`src/include/mips_ex_params.svh`:
```
`ifndef MIPS_EX_PARAMS_SVH
`define MIPS_EX_PARAMS_SVH

// Datapath widths
`define MIPS_LEN        32
`define NB_REG_ADDR     5
`define NB_OPCODE       6
`define NB_FUNCT        6
`define NB_IMM          16
`define NB_ALU_CONTROL  4
`define NB_ALU_CLASS    4

// Pipeline control field widths
`define NB_CTRL_WB      2
`define NB_CTRL_MEM     9
`define NB_CTRL_EX      8

// Memory access size code for a full word
`define MEM_SIZE_WORD   2'b11

// Opcodes
`define OP_RTYPE        6'h00
`define OP_J            6'h02
`define OP_BEQ          6'h04
`define OP_BNE          6'h05
`define OP_ADDI         6'h08
`define OP_ADDIU        6'h09
`define OP_SLTI         6'h0a
`define OP_SLTIU        6'h0b
`define OP_ANDI         6'h0c
`define OP_ORI          6'h0d
`define OP_XORI         6'h0e
`define OP_LUI          6'h0f
`define OP_LW           6'h23
`define OP_SW           6'h2b

// R-type funct codes
`define FN_SLL          6'h00
`define FN_SRL          6'h02
`define FN_SRA          6'h03
`define FN_SLLV         6'h04
`define FN_SRLV         6'h06
`define FN_SRAV         6'h07
`define FN_ADD          6'h20
`define FN_ADDU         6'h21
`define FN_SUB          6'h22
`define FN_SUBU         6'h23
`define FN_AND          6'h24
`define FN_OR           6'h25
`define FN_XOR          6'h26
`define FN_NOR          6'h27
`define FN_SLT          6'h2a
`define FN_SLTU         6'h2b

`endif

```
`src/source/mips_ex_pkg.sv`:
```
`default_nettype none

`include "mips_ex_params.svh"

package mips_ex_pkg;

    typedef logic [`MIPS_LEN-1:0]    word_t;
    typedef logic [`NB_REG_ADDR-1:0] reg_addr_t;

    // {RegWrite, MemToReg}
    typedef logic [`NB_CTRL_WB-1:0]  ctrl_wb_t;
    // {Branch, BranchNe, MemRead, MemWrite, size[1:0], unsigned, Jump, rsvd}
    typedef logic [`NB_CTRL_MEM-1:0] ctrl_mem_t;
    // {RegDst, ALUSrc1, ALUSrc2, Jump, alu_code[3:0]}
    typedef logic [`NB_CTRL_EX-1:0]  ctrl_ex_t;

    typedef enum logic [`NB_ALU_CONTROL-1:0] {
        ALU_ADD  = 4'd0,
        ALU_SUB  = 4'd1,
        ALU_AND  = 4'd2,
        ALU_OR   = 4'd3,
        ALU_XOR  = 4'd4,
        ALU_NOR  = 4'd5,
        ALU_SLT  = 4'd6,
        ALU_SLTU = 4'd7,
        ALU_SLL  = 4'd8,
        ALU_SRL  = 4'd9,
        ALU_SRA  = 4'd10,
        ALU_LUI  = 4'd11
    } alu_op_t;

    // Coarse operation class from the main decoder
    typedef enum logic [`NB_ALU_CLASS-1:0] {
        CLS_ADD   = 4'd0,
        CLS_SUB   = 4'd1,
        CLS_FUNCT = 4'd2,
        CLS_AND   = 4'd3,
        CLS_OR    = 4'd4,
        CLS_XOR   = 4'd5,
        CLS_SLT   = 4'd6,
        CLS_SLTU  = 4'd7,
        CLS_LUI   = 4'd8
    } alu_class_t;

endpackage

`default_nettype wire

```
`src/source/instr_decoder.sv`:
```
`timescale 1ns/1ps
`default_nettype none

`include "mips_ex_params.svh"

module instr_decoder
    import mips_ex_pkg::*;
(
    input  wire logic [`NB_OPCODE-1:0] i_opcode,
    input  wire logic [`NB_IMM-1:0]    i_imm,
    output ctrl_wb_t                   o_ctrl_wb,
    output ctrl_mem_t                  o_ctrl_mem,
    output logic                       o_reg_dst,
    output logic                       o_alu_src2,
    output logic                       o_jump,
    output alu_class_t                 o_alu_class,
    output word_t                      o_imm_ext
);

    logic       reg_write;
    logic       mem_to_reg;
    logic       branch;
    logic       branch_ne;
    logic       mem_read;
    logic       mem_write;
    logic [1:0] mem_size;
    logic       zero_ext;

    ////////////////////
    // Main control
    ////////////////////
    always_comb
    begin
        // Unknown opcodes fall through with everything cleared
        reg_write   = 1'b0;
        mem_to_reg  = 1'b0;
        branch      = 1'b0;
        branch_ne   = 1'b0;
        mem_read    = 1'b0;
        mem_write   = 1'b0;
        mem_size    = 2'b00;
        zero_ext    = 1'b0;
        o_reg_dst   = 1'b0;
        o_alu_src2  = 1'b0;
        o_jump      = 1'b0;
        o_alu_class = CLS_ADD;

        case (i_opcode)
            `OP_RTYPE:
            begin
                reg_write   = 1'b1;
                o_reg_dst   = 1'b1;
                o_alu_class = CLS_FUNCT;
            end
            `OP_ADDI, `OP_ADDIU, `OP_SLTI, `OP_SLTIU, `OP_LUI:
            begin
                reg_write  = 1'b1;
                o_alu_src2 = 1'b1;
                case (i_opcode)
                    `OP_SLTI:  o_alu_class = CLS_SLT;
                    `OP_SLTIU: o_alu_class = CLS_SLTU;
                    `OP_LUI:   o_alu_class = CLS_LUI;
                    default:   o_alu_class = CLS_ADD;
                endcase
            end
            `OP_ANDI, `OP_ORI, `OP_XORI:
            begin
                // Logical immediates take the zero-extended form
                reg_write  = 1'b1;
                o_alu_src2 = 1'b1;
                zero_ext   = 1'b1;
                case (i_opcode)
                    `OP_ANDI: o_alu_class = CLS_AND;
                    `OP_ORI:  o_alu_class = CLS_OR;
                    default:  o_alu_class = CLS_XOR;
                endcase
            end
            `OP_LW:
            begin
                reg_write  = 1'b1;
                mem_to_reg = 1'b1;
                mem_read   = 1'b1;
                mem_size   = `MEM_SIZE_WORD;
                o_alu_src2 = 1'b1;
            end
            `OP_SW:
            begin
                mem_write  = 1'b1;
                mem_size   = `MEM_SIZE_WORD;
                o_alu_src2 = 1'b1;
            end
            // Subtract so the zero flag shows equality
            `OP_BEQ:
            begin
                branch      = 1'b1;
                o_alu_class = CLS_SUB;
            end
            `OP_BNE:
            begin
                branch_ne   = 1'b1;
                o_alu_class = CLS_SUB;
            end
            `OP_J:      o_jump = 1'b1;
            default:    o_jump = 1'b0;
        endcase
    end

    assign o_ctrl_wb  = {reg_write, mem_to_reg};
    // Loads are word-only, so the unsigned bit stays low
    assign o_ctrl_mem = {branch, branch_ne, mem_read, mem_write, mem_size,
                         1'b0, o_jump, 1'b0};

    assign o_imm_ext = zero_ext ? {{(`MIPS_LEN-`NB_IMM){1'b0}}, i_imm}
                                : {{(`MIPS_LEN-`NB_IMM){i_imm[`NB_IMM-1]}}, i_imm};

endmodule

`default_nettype wire

```
`src/source/alu_control.sv`:
```
`timescale 1ns/1ps
`default_nettype none

`include "mips_ex_params.svh"

module alu_control
    import mips_ex_pkg::*;
(
    input  wire alu_class_t           i_alu_class,
    input  wire logic [`NB_FUNCT-1:0] i_funct,
    output alu_op_t                   o_alu_op,
    output logic                      o_alu_src1
);

    ////////////////////
    // Funct decode
    ////////////////////
    always_comb
    begin
        o_alu_op   = ALU_ADD;
        o_alu_src1 = 1'b0;

        case (i_alu_class)
            CLS_FUNCT:
            begin
                case (i_funct)
                    `FN_ADD, `FN_ADDU: o_alu_op = ALU_ADD;
                    `FN_SUB, `FN_SUBU: o_alu_op = ALU_SUB;
                    `FN_AND:           o_alu_op = ALU_AND;
                    `FN_OR:            o_alu_op = ALU_OR;
                    `FN_XOR:           o_alu_op = ALU_XOR;
                    `FN_NOR:           o_alu_op = ALU_NOR;
                    `FN_SLT:           o_alu_op = ALU_SLT;
                    `FN_SLTU:          o_alu_op = ALU_SLTU;
                    // Variable shifts take the amount from rs
                    `FN_SLLV:          o_alu_op = ALU_SLL;
                    `FN_SRLV:          o_alu_op = ALU_SRL;
                    `FN_SRAV:          o_alu_op = ALU_SRA;
                    `FN_SLL:
                    begin
                        o_alu_op   = ALU_SLL;
                        o_alu_src1 = 1'b1;
                    end
                    `FN_SRL:
                    begin
                        o_alu_op   = ALU_SRL;
                        o_alu_src1 = 1'b1;
                    end
                    `FN_SRA:
                    begin
                        o_alu_op   = ALU_SRA;
                        o_alu_src1 = 1'b1;
                    end
                    default:           o_alu_op = ALU_ADD;
                endcase
            end
            CLS_SUB:  o_alu_op = ALU_SUB;
            CLS_AND:  o_alu_op = ALU_AND;
            CLS_OR:   o_alu_op = ALU_OR;
            CLS_XOR:  o_alu_op = ALU_XOR;
            CLS_SLT:  o_alu_op = ALU_SLT;
            CLS_SLTU: o_alu_op = ALU_SLTU;
            CLS_LUI:  o_alu_op = ALU_LUI;
            default:  o_alu_op = ALU_ADD;
        endcase
    end

endmodule

`default_nettype wire

```
`src/source/alu.sv`:
```
`timescale 1ns/1ps
`default_nettype none

`include "mips_ex_params.svh"

module alu
    import mips_ex_pkg::*;
(
    input  wire word_t   i_dato_a,
    input  wire word_t   i_dato_b,
    input  wire alu_op_t i_opcode,
    output word_t        o_result,
    output logic         o_zero_flag
);

    localparam int HALF = `MIPS_LEN / 2;

    // Shift amount comes from the low bits of A
    logic [`NB_REG_ADDR-1:0] shamt;

    assign shamt = i_dato_a[`NB_REG_ADDR-1:0];

    always_comb
    begin
        case (i_opcode)
            ALU_ADD:  o_result = i_dato_a + i_dato_b;
            ALU_SUB:  o_result = i_dato_a - i_dato_b;
            ALU_AND:  o_result = i_dato_a & i_dato_b;
            ALU_OR:   o_result = i_dato_a | i_dato_b;
            ALU_XOR:  o_result = i_dato_a ^ i_dato_b;
            ALU_NOR:  o_result = ~(i_dato_a | i_dato_b);
            ALU_SLT:
            begin
                o_result = '0;
                o_result[0] = $signed(i_dato_a) < $signed(i_dato_b);
            end
            ALU_SLTU:
            begin
                o_result = '0;
                o_result[0] = i_dato_a < i_dato_b;
            end
            // Shifts operate on B
            ALU_SLL:  o_result = i_dato_b << shamt;
            ALU_SRL:  o_result = i_dato_b >> shamt;
            ALU_SRA:  o_result = word_t'($signed(i_dato_b) >>> shamt);
            ALU_LUI:  o_result = {i_dato_b[HALF-1:0], {HALF{1'b0}}};
            default:  o_result = '0;
        endcase
    end

    assign o_zero_flag = (o_result == '0);

endmodule

`default_nettype wire

```
`src/source/tl_execute.sv`:
```
`timescale 1ns/1ps
`default_nettype none

`include "mips_ex_params.svh"

module tl_execute
    import mips_ex_pkg::*;
(
    input  wire logic      i_clk,
    input  wire logic      i_rst,
    input  wire word_t     i_adder_id,
    input  wire word_t     i_dato1,
    input  wire word_t     i_dato2,
    input  wire word_t     i_sign_extend,
    input  wire ctrl_wb_t  i_ctrl_wb,
    input  wire ctrl_mem_t i_ctrl_mem,
    // RegDst, ALUSrc1, ALUSrc2, Jump, alu_code
    input  wire ctrl_ex_t  i_ctrl_ex,
    input  wire reg_addr_t i_rd,
    input  wire reg_addr_t i_rt,
    input  wire reg_addr_t i_shamt,
    output logic           o_alu_zero,
    output reg_addr_t      o_write_reg,
    output ctrl_wb_t       o_ctrl_wb,
    output ctrl_mem_t      o_ctrl_mem,
    output word_t          o_add_execute,
    output word_t          o_alu_result,
    output word_t          o_dato2
);

    logic    reg_dst;
    logic    alu_src1;
    logic    alu_src2;
    alu_op_t alu_op;

    word_t     alu_a;
    word_t     alu_b;
    word_t     alu_result;
    logic      alu_zero;
    reg_addr_t write_reg;
    word_t     add_execute;

    assign reg_dst  = i_ctrl_ex[7];
    assign alu_src1 = i_ctrl_ex[6];
    assign alu_src2 = i_ctrl_ex[5];
    assign alu_op   = alu_op_t'(i_ctrl_ex[`NB_ALU_CONTROL-1:0]);

    ////////////////////
    // Operand muxes
    ////////////////////
    assign alu_a = alu_src1 ? {{(`MIPS_LEN-`NB_REG_ADDR){1'b0}}, i_shamt} : i_dato1;
    assign alu_b = alu_src2 ? i_sign_extend : i_dato2;

    assign write_reg = reg_dst ? i_rd : i_rt;

    // Branch target from the word offset
    assign add_execute = i_adder_id + {i_sign_extend[`MIPS_LEN-3:0], 2'b00};

    alu u_alu
    (
        .i_dato_a    (alu_a),
        .i_dato_b    (alu_b),
        .i_opcode    (alu_op),
        .o_result    (alu_result),
        .o_zero_flag (alu_zero)
    );

    ////////////////////
    // EX/MEM register, falling edge
    ////////////////////
    always_ff @(negedge i_clk)
    begin
        if (!i_rst)
        begin
            o_add_execute <= '0;
            o_alu_result  <= '0;
            o_dato2       <= '0;
            o_ctrl_wb     <= '0;
            o_ctrl_mem    <= '0;
            o_write_reg   <= '0;
            o_alu_zero    <= 1'b0;
        end
        else
        begin
            o_add_execute <= add_execute;
            o_alu_result  <= alu_result;
            // Store data for sw
            o_dato2       <= i_dato2;
            o_ctrl_wb     <= i_ctrl_wb;
            o_ctrl_mem    <= i_ctrl_mem;
            o_write_reg   <= write_reg;
            o_alu_zero    <= alu_zero;
        end
    end

endmodule

`default_nettype wire

```
`src/source/ex_subsystem_top.sv`:
```
`timescale 1ns/1ps
`default_nettype none

`include "mips_ex_params.svh"

module ex_subsystem_top
    import mips_ex_pkg::*;
(
    input  wire logic  i_clk,
    input  wire logic  i_rst,
    input  wire word_t i_instr,
    input  wire word_t i_pc_plus4,
    input  wire word_t i_dato1,
    input  wire word_t i_dato2,
    output logic       o_alu_zero,
    output reg_addr_t  o_write_reg,
    output ctrl_wb_t   o_ctrl_wb,
    output ctrl_mem_t  o_ctrl_mem,
    output word_t      o_add_execute,
    output word_t      o_alu_result,
    output word_t      o_dato2
);

    // Instruction fields
    logic [`NB_OPCODE-1:0] opcode;
    reg_addr_t             rt;
    reg_addr_t             rd;
    reg_addr_t             shamt;
    logic [`NB_FUNCT-1:0]  funct;
    logic [`NB_IMM-1:0]    imm;

    assign opcode = i_instr[31:26];
    assign rt     = i_instr[20:16];
    assign rd     = i_instr[15:11];
    assign shamt  = i_instr[10:6];
    assign funct  = i_instr[5:0];
    assign imm    = i_instr[15:0];

    ctrl_wb_t   ctrl_wb;
    ctrl_mem_t  ctrl_mem;
    ctrl_ex_t   ctrl_ex;
    logic       reg_dst;
    logic       alu_src1;
    logic       alu_src2;
    logic       jump;
    alu_class_t alu_class;
    alu_op_t    alu_op;
    word_t      imm_ext;

    instr_decoder u_instr_decoder
    (
        .i_opcode    (opcode),
        .i_imm       (imm),
        .o_ctrl_wb   (ctrl_wb),
        .o_ctrl_mem  (ctrl_mem),
        .o_reg_dst   (reg_dst),
        .o_alu_src2  (alu_src2),
        .o_jump      (jump),
        .o_alu_class (alu_class),
        .o_imm_ext   (imm_ext)
    );

    alu_control u_alu_control
    (
        .i_alu_class (alu_class),
        .i_funct     (funct),
        .o_alu_op    (alu_op),
        .o_alu_src1  (alu_src1)
    );

    // Execute control word
    assign ctrl_ex = {reg_dst, alu_src1, alu_src2, jump, alu_op};

    tl_execute u_tl_execute
    (
        .i_clk         (i_clk),
        .i_rst         (i_rst),
        .i_adder_id    (i_pc_plus4),
        .i_dato1       (i_dato1),
        .i_dato2       (i_dato2),
        .i_sign_extend (imm_ext),
        .i_ctrl_wb     (ctrl_wb),
        .i_ctrl_mem    (ctrl_mem),
        .i_ctrl_ex     (ctrl_ex),
        .i_rd          (rd),
        .i_rt          (rt),
        .i_shamt       (shamt),
        .o_alu_zero    (o_alu_zero),
        .o_write_reg   (o_write_reg),
        .o_ctrl_wb     (o_ctrl_wb),
        .o_ctrl_mem    (o_ctrl_mem),
        .o_add_execute (o_add_execute),
        .o_alu_result  (o_alu_result),
        .o_dato2       (o_dato2)
    );

endmodule

`default_nettype wire

```
`config.mk`:
```
export PLATFORM = sky130hd
export DESIGN_NAME = ex_subsystem_top
export DESIGN_NICKNAME = d
export VERILOG_FILES = /design/src/source/mips_ex_pkg.sv /design/src/source/instr_decoder.sv /design/src/source/alu_control.sv /design/src/source/alu.sv /design/src/source/tl_execute.sv /design/src/source/ex_subsystem_top.sv
export VERILOG_INCLUDE_DIRS = /design/src /design/src/include
export SDC_FILE = /design/constraint.sdc
export NUM_CORES = 1
export LEC_CHECK = 0
export BUFFER_PORTS_ARGS = -buffer_cell sky130_fd_sc_hd__buf_2
export CORE_UTILIZATION = 59
export DETAILED_ROUTE_END_ITERATION = 10
export PLACE_DENSITY = 0.85
export SLEW_MARGIN = 30
export SYNTH_ARGS = -nofsm -noshare
export SYNTH_HDL_FRONTEND = slang
export SYNTH_SLANG_ARGS = --single-unit
export TNS_END_PERCENT = 1
```
`constraint.sdc`:
```
create_clock -name i_clk -period 8.6 [get_ports i_clk]
set_input_delay 0.86 -clock i_clk [delete_from_list [all_inputs] [get_ports i_clk]]
set_output_delay 0.86 -clock i_clk [all_outputs]
set_load 0.005 [all_outputs]
```
==> impl_metrics.py, run 1 <==
metrics = {
    "run_status": {
        "status": "aborted with a tool error",
        "lastStage": "5_1_grt",
        "error": "[ERROR GRT-0116] Global routing finished with congestion. Check the congestion regions in the DRC Viewer.",
    },
    "synthesis": {
        "synth-seq-cells": 109,
        "netlist_instances": 2147,
        "yosysSeqAreaShare_pct": 14.62,
        "synth_warnings": 0,
        "synth_area_sq_um": 14930,
        "avgSynthCellArea_sq_um": 6.952,
        "synth.distinct_cells": 105,
        "synth_flop_cell": "dfxtp_1",
        "synthArstFlopShare_pct": 0,
        "synth-edff-count": 0,
    },
    "global_routing": {
        "overflow": 1578,
        "first_global_vias": 30410,
        "grt_max_degree": 65,
        "grt_first_pass_wirelength_um": 192300,
        "grt_usage_pct": 96.67,
    },
    "clock_tree": {
        "numCtsBuffers": 9,
        "cts-hold-fix-buffers": 0,
        "root_buffer": "clkbuf_16",
        "h-tree-depth": 3,
        "cts.path.max_buffers": 2,
        "cts_sinks": 109,
    },
    "placed_design": {
        "port_buffers": 235,
        "pre_cts_slack_ps": -1676,
        "detailed_place_hpwl_um": 64630,
        "globalplace.congestion": 1.373,
    },
    "floorplanning": {
        "die_h_um": 161.1,
        "rows": 57,
        "io_pins": 243,
        "die_x_um": 161.1,
        "start_util_pct": 60.84,
    },
}
[Yosys cell counts (all sizes together) (10+ instances only)]
library cell	number	area share (%)
nand2	216	5.5
nor2	211	5.4
a21oi	186	6.4
o21ai	148	5.0
ha	133	11
dfxtp	109	15
inv	104	2.6
clkbuf	99	2.5
nand3	90	3.1
nor3	67	2.3
and2	62	2.6
buf	54	2.0
mux2i	44	3.0
a211oi	43	2.2
o211ai	38	1.9
nand2b	36	1.5
a31oi	31	1.3
o22ai	26	1.1
a21o	22	1.1
xnor2	22	1.3
xor2	21	1.2
a221oi	20	1.2
and3	20	0.84
o221ai	19	1.2
a22oi	18	0.91
nor4	17	0.86
a311oi	16	1.1
o21a	16	0.80
o31ai	16	0.80
mux2	13	0.98
nand4	13	0.54
o2111ai	12	0.70
or3	12	0.50
nor2b	11	0.46
a222oi	10	0.67
a32oi	10	0.59
o21bai	10	0.50
or2	10	0.42
[layer usage]
metal	GRT overflow	global-route usage (%)
met1	116	88.65
met3	94	83.92
met2	1020	116.1
met4	333	103.0
met5	15	70.27
[timing repair]
item / CTS
pin swaps: 24
gates cloned: 0
setup endpoints to repair: 33
buffers inserted: 5
resized for setup: 71
[kinds of logic after synthesis]
logic type               Yosys count  share of synthesized area [%]
other                              1                        0.02512
XOR/XNOR                          43                          2.523
buffers and inverters            258                          7.117
multiplexers                      60                          4.409
AND/OR/NAND/NOR                  806                          26.57
adder cells (fa/ha/maj)          136                          11.55
flip-flops                       109                          14.62
AO/OA/AOI/OAI                    734                          33.18
[through the flow]
step / cell area [sq um] / utilization [%] / hold slack (ps) / setup TNS (ps) / cells
after floorplan: 15130 / - / 5267 / -21300 / 2148
after global placement: 20800 / 84.80 / 5365 / -19320 / 3193
after detailed placement: 20800 / 84.80 / 5386 / -26890 / 3193
after CTS: 21860 / 89.09 / 4934 / -7594 / 3322
==> inputs of run 2 (changes only) <==
--- a/config.mk
+++ b/config.mk
@@ -7,9 +7,9 @@
 export NUM_CORES = 1
 export LEC_CHECK = 0
 export BUFFER_PORTS_ARGS = -buffer_cell sky130_fd_sc_hd__buf_2
-export CORE_UTILIZATION = 59
+export CORE_UTILIZATION = 40
 export DETAILED_ROUTE_END_ITERATION = 10
-export PLACE_DENSITY = 0.85
+export PLACE_DENSITY_LB_ADDON = 0.15
 export SLEW_MARGIN = 30
 export SYNTH_ARGS = -nofsm -noshare
 export SYNTH_HDL_FRONTEND = slang
==> run 2 against run 1 <==
  * The flow now finishes, with violations (negative setup slack)
  * Synthesized cell count stayed put
  * Area after synthesis stayed put
==> impl_metrics.py, run 2 <==
metrics = {
    "run_status": {
        "status": "finished, violations left",
        "failed_checks": "negative setup slack",
    },
    "cells_and_area": {
        "drive_above_1_share_pct": 36.59,
        "final_cell_area_sq_um": 22830,
        "area_delta_synth_final_pct": 52.96,
        "nets": 3352,
        "reg.largest.list": "u_tl_execute.o_add_execute x32, u_tl_execute.o_alu_result x32, u_tl_execute.o_dato2 x32",
        "fillers": 3403,
        "mostFrequentLayoutCells": "buf_4 (731), buf_2 (233), nand2_1 (211)",
        "layout_commonest_cell": "buf_4",
    },
    "synthesis": {
        "synth_area_leaders": "dfxtp_1 (15%), ha_1 (11%), a21oi_1 (6.1%)",
        "synth_top_area_share_pct": 14.62,
        "synth-edff-count": 0,
        "avgSynthCellArea_sq_um": 6.952,
        "synth_warnings": 0,
        "synthArstFlopShare_pct": 0,
        "synth_top_area_cell": "dfxtp_1",
        "synth.distinct_cells": 105,
        "synth.most_common_cell": "nand2_1",
        "netlist_instances": 2147,
        "synth_flop_cell": "dfxtp_1",
        "synth_area_sq_um": 14930,
        "synth_commonest_cells": "nand2_1 (214), nor2_1 (208), a21oi_1 (182)",
        "yosysSeqAreaShare_pct": 14.62,
        "synth-seq-cells": 109,
    },
    "floorplanning": {
        "rows": 70,
        "die_h_um": 195.2,
        "die_area_sq_um": 38090,
        "start_util_pct": 40.67,
        "die_x_um": 195.2,
        "core_area_sq_um": 36700,
        "io_pins": 243,
    },
    "pwr": {
        "vdd_drop_max_mv": 0.1075,
        "power_uw": 2834,
        "leakage_uw": 0.01140,
        "p_per_area_nw_per_um2": 124.1,
    },
    "placed_design": {
        "placed_area_sq_um": 21720,
        "port_buffers": 235,
        "globalplace.congestion": 1.064,
        "detailed_place_hpwl_um": 71280,
    },
    "global_routing": {
        "grt_first_pass_wirelength_um": 130100,
        "grt_usage_pct": 45.49,
        "grt_max_degree": 65,
        "first_global_vias": 21110,
        "overflow": 0,
        "antenna_found_initial": 2,
    },
    "clock_tree": {
        "cts.path.max_buffers": 2,
        "numCtsBuffers": 9,
        "cts-hold-fix-buffers": 0,
        "h-tree-depth": 3,
        "root_buffer": "clkbuf_16",
        "cts_sinks": 109,
        "clk_pin_slew_ps": 40,
        "cts_tree": "done",
    },
    "detailed_routing": {
        "drc": 0,
        "drt-vias-per-instance": 6.192,
        "wl_per_cell_um": 25.01,
        "drt_iter0_markers": 2300,
        "ant_nets": 0,
        "drt_wl_total_um": 89030,
        "drt-pass1-iter-count": 9,
        "vias": 22050,
    },
    "setup_path": {
        "endpoint_kind": "flip-flop",
        "cp_max_fo": 7,
        "critPathRequiredTime_ps": 4680,
        "arrival_ps": 5610,
        "start_kind": "input port",
        "critical_path_class": "in2reg",
    },
    "sta": {
        "hold_ws_ps": 4928,
        "relSlewSlack_pct": 45.40,
        "layout_setup_ws_ps": -933.0,
        "tightest_slew_ps": 819.0,
        "finalSetupViolCount": 23,
        "hold_viol": 0,
        "rsz0062_at_grt": "yes",
        "drv_slew": 0,
    },
    "hold_path": {
        "hp-class": "in2reg",
    },
    "run": {
        "drv_cap": 0,
    },
}
-- run 2: kinds of logic (layout without fill, tap and decap cells) --
| kind of cell | count (synthesis) | after routing | share of synthesized area, % |
|---|---|---|---|
| xor gates and xnor gates | 43 | 43 | 2.523 |
| AOI/OAI and AO/OA | 734 | 734 | 33.18 |
| adders and majority gates | 136 | 136 | 11.55 |
| other | 1 | 3 | 0.02512 |
| muxes | 60 | 60 | 4.409 |
| buffers and inverters | 258 | 1201 | 7.117 |
| DFF | 109 | 109 | 14.62 |
| and+or+nand+nor | 806 | 806 | 26.57 |
-- run 2: cell type report --
class                           instances  area [sq um]  share of cell area, %
Clock buffer                            9         225.2                 0.9865
Clock inverter                        116         480.5                  2.104
Inverter                              104         395.4                  1.732
Antenna cell                            1         2.502                0.01096
Sequential cell                       109          2182                  9.558
Tap cell                              468         585.6                  2.565
Timing Repair Buffer                  972          6783                  29.71
Multi-Input combinational cell       1781         12180                  53.33
-- run 2: worst paths after layout --
check,start,cells past startpoint,end
setup / recovery,i_instr[0],24,u_tl_execute.o_alu_zero
hold / removal,i_dato2[4],2,u_tl_execute.o_dato2[4]
-- run 2: what timing repair did --
action	4_1_cts	5_1_grt
pin swaps	36	5
gates resized for setup	60	31
buffers inserted	3	4
endpoints found under the setup margin	31	34
-- run 2: layer usage --
layer  share of wire [%]  global-route usage (%)
met1                  39                   54.96
met2                  43                   70.95
met3                  10                   10.81
met4                 7.9                   32.20
met5               0.018                       0
-- run 2: through the flow --
stage / cells / utilization [%] / setup TNS (ps) / worst slack, ps
after global placement: 3428 / 59.17 / -26410 / -1402
after CTS: 3555 / 61.77 / -6194 / -860.8
final: 3560 / 62.21 / -7986 / -933.0
after floorplan: 2148 / - / -21300 / -1455
after detailed placement: 3428 / 59.18 / -27580 / -1465
after global routing: 3559 / 62.21 / -11630 / -1105
-- run 2: where the power goes --
| group | leakage (uW) | internal (uW) | total, uW | switching (uW) |
|---|---|---|---|---|
| logic | 0.00976 | 726 | 1610 | 883 |
| clock network | 0.000730 | 273 | 652 | 378 |
| registers | 0.000906 | 562 | 573 | 11.1 |
| total | 0.0114 | 1560 | 2830 | 1270 |
-- run 2: critical path: stages --
cell and delay [ps]:
buf_2 110, nor2b_2 160, buf_4 150, nor4_4 120
buf_4 220, nand2_8 90, mux2i_4 180, inv_2 70
ha_1 360, buf_4 200, a21oi_2 180, nor3b_2 260
a21oi_4 110, a21oi_2 230, nand2_1 140, a2111oi_2 370
a211oi_2 110, xnor2_2 200, a221o_1 390, a2111o_1 310
nor4_2 260, nand4_1 150, nor3_2 170, and4_1 180
No activity file was read; power rests on OpenSTA's default activity.
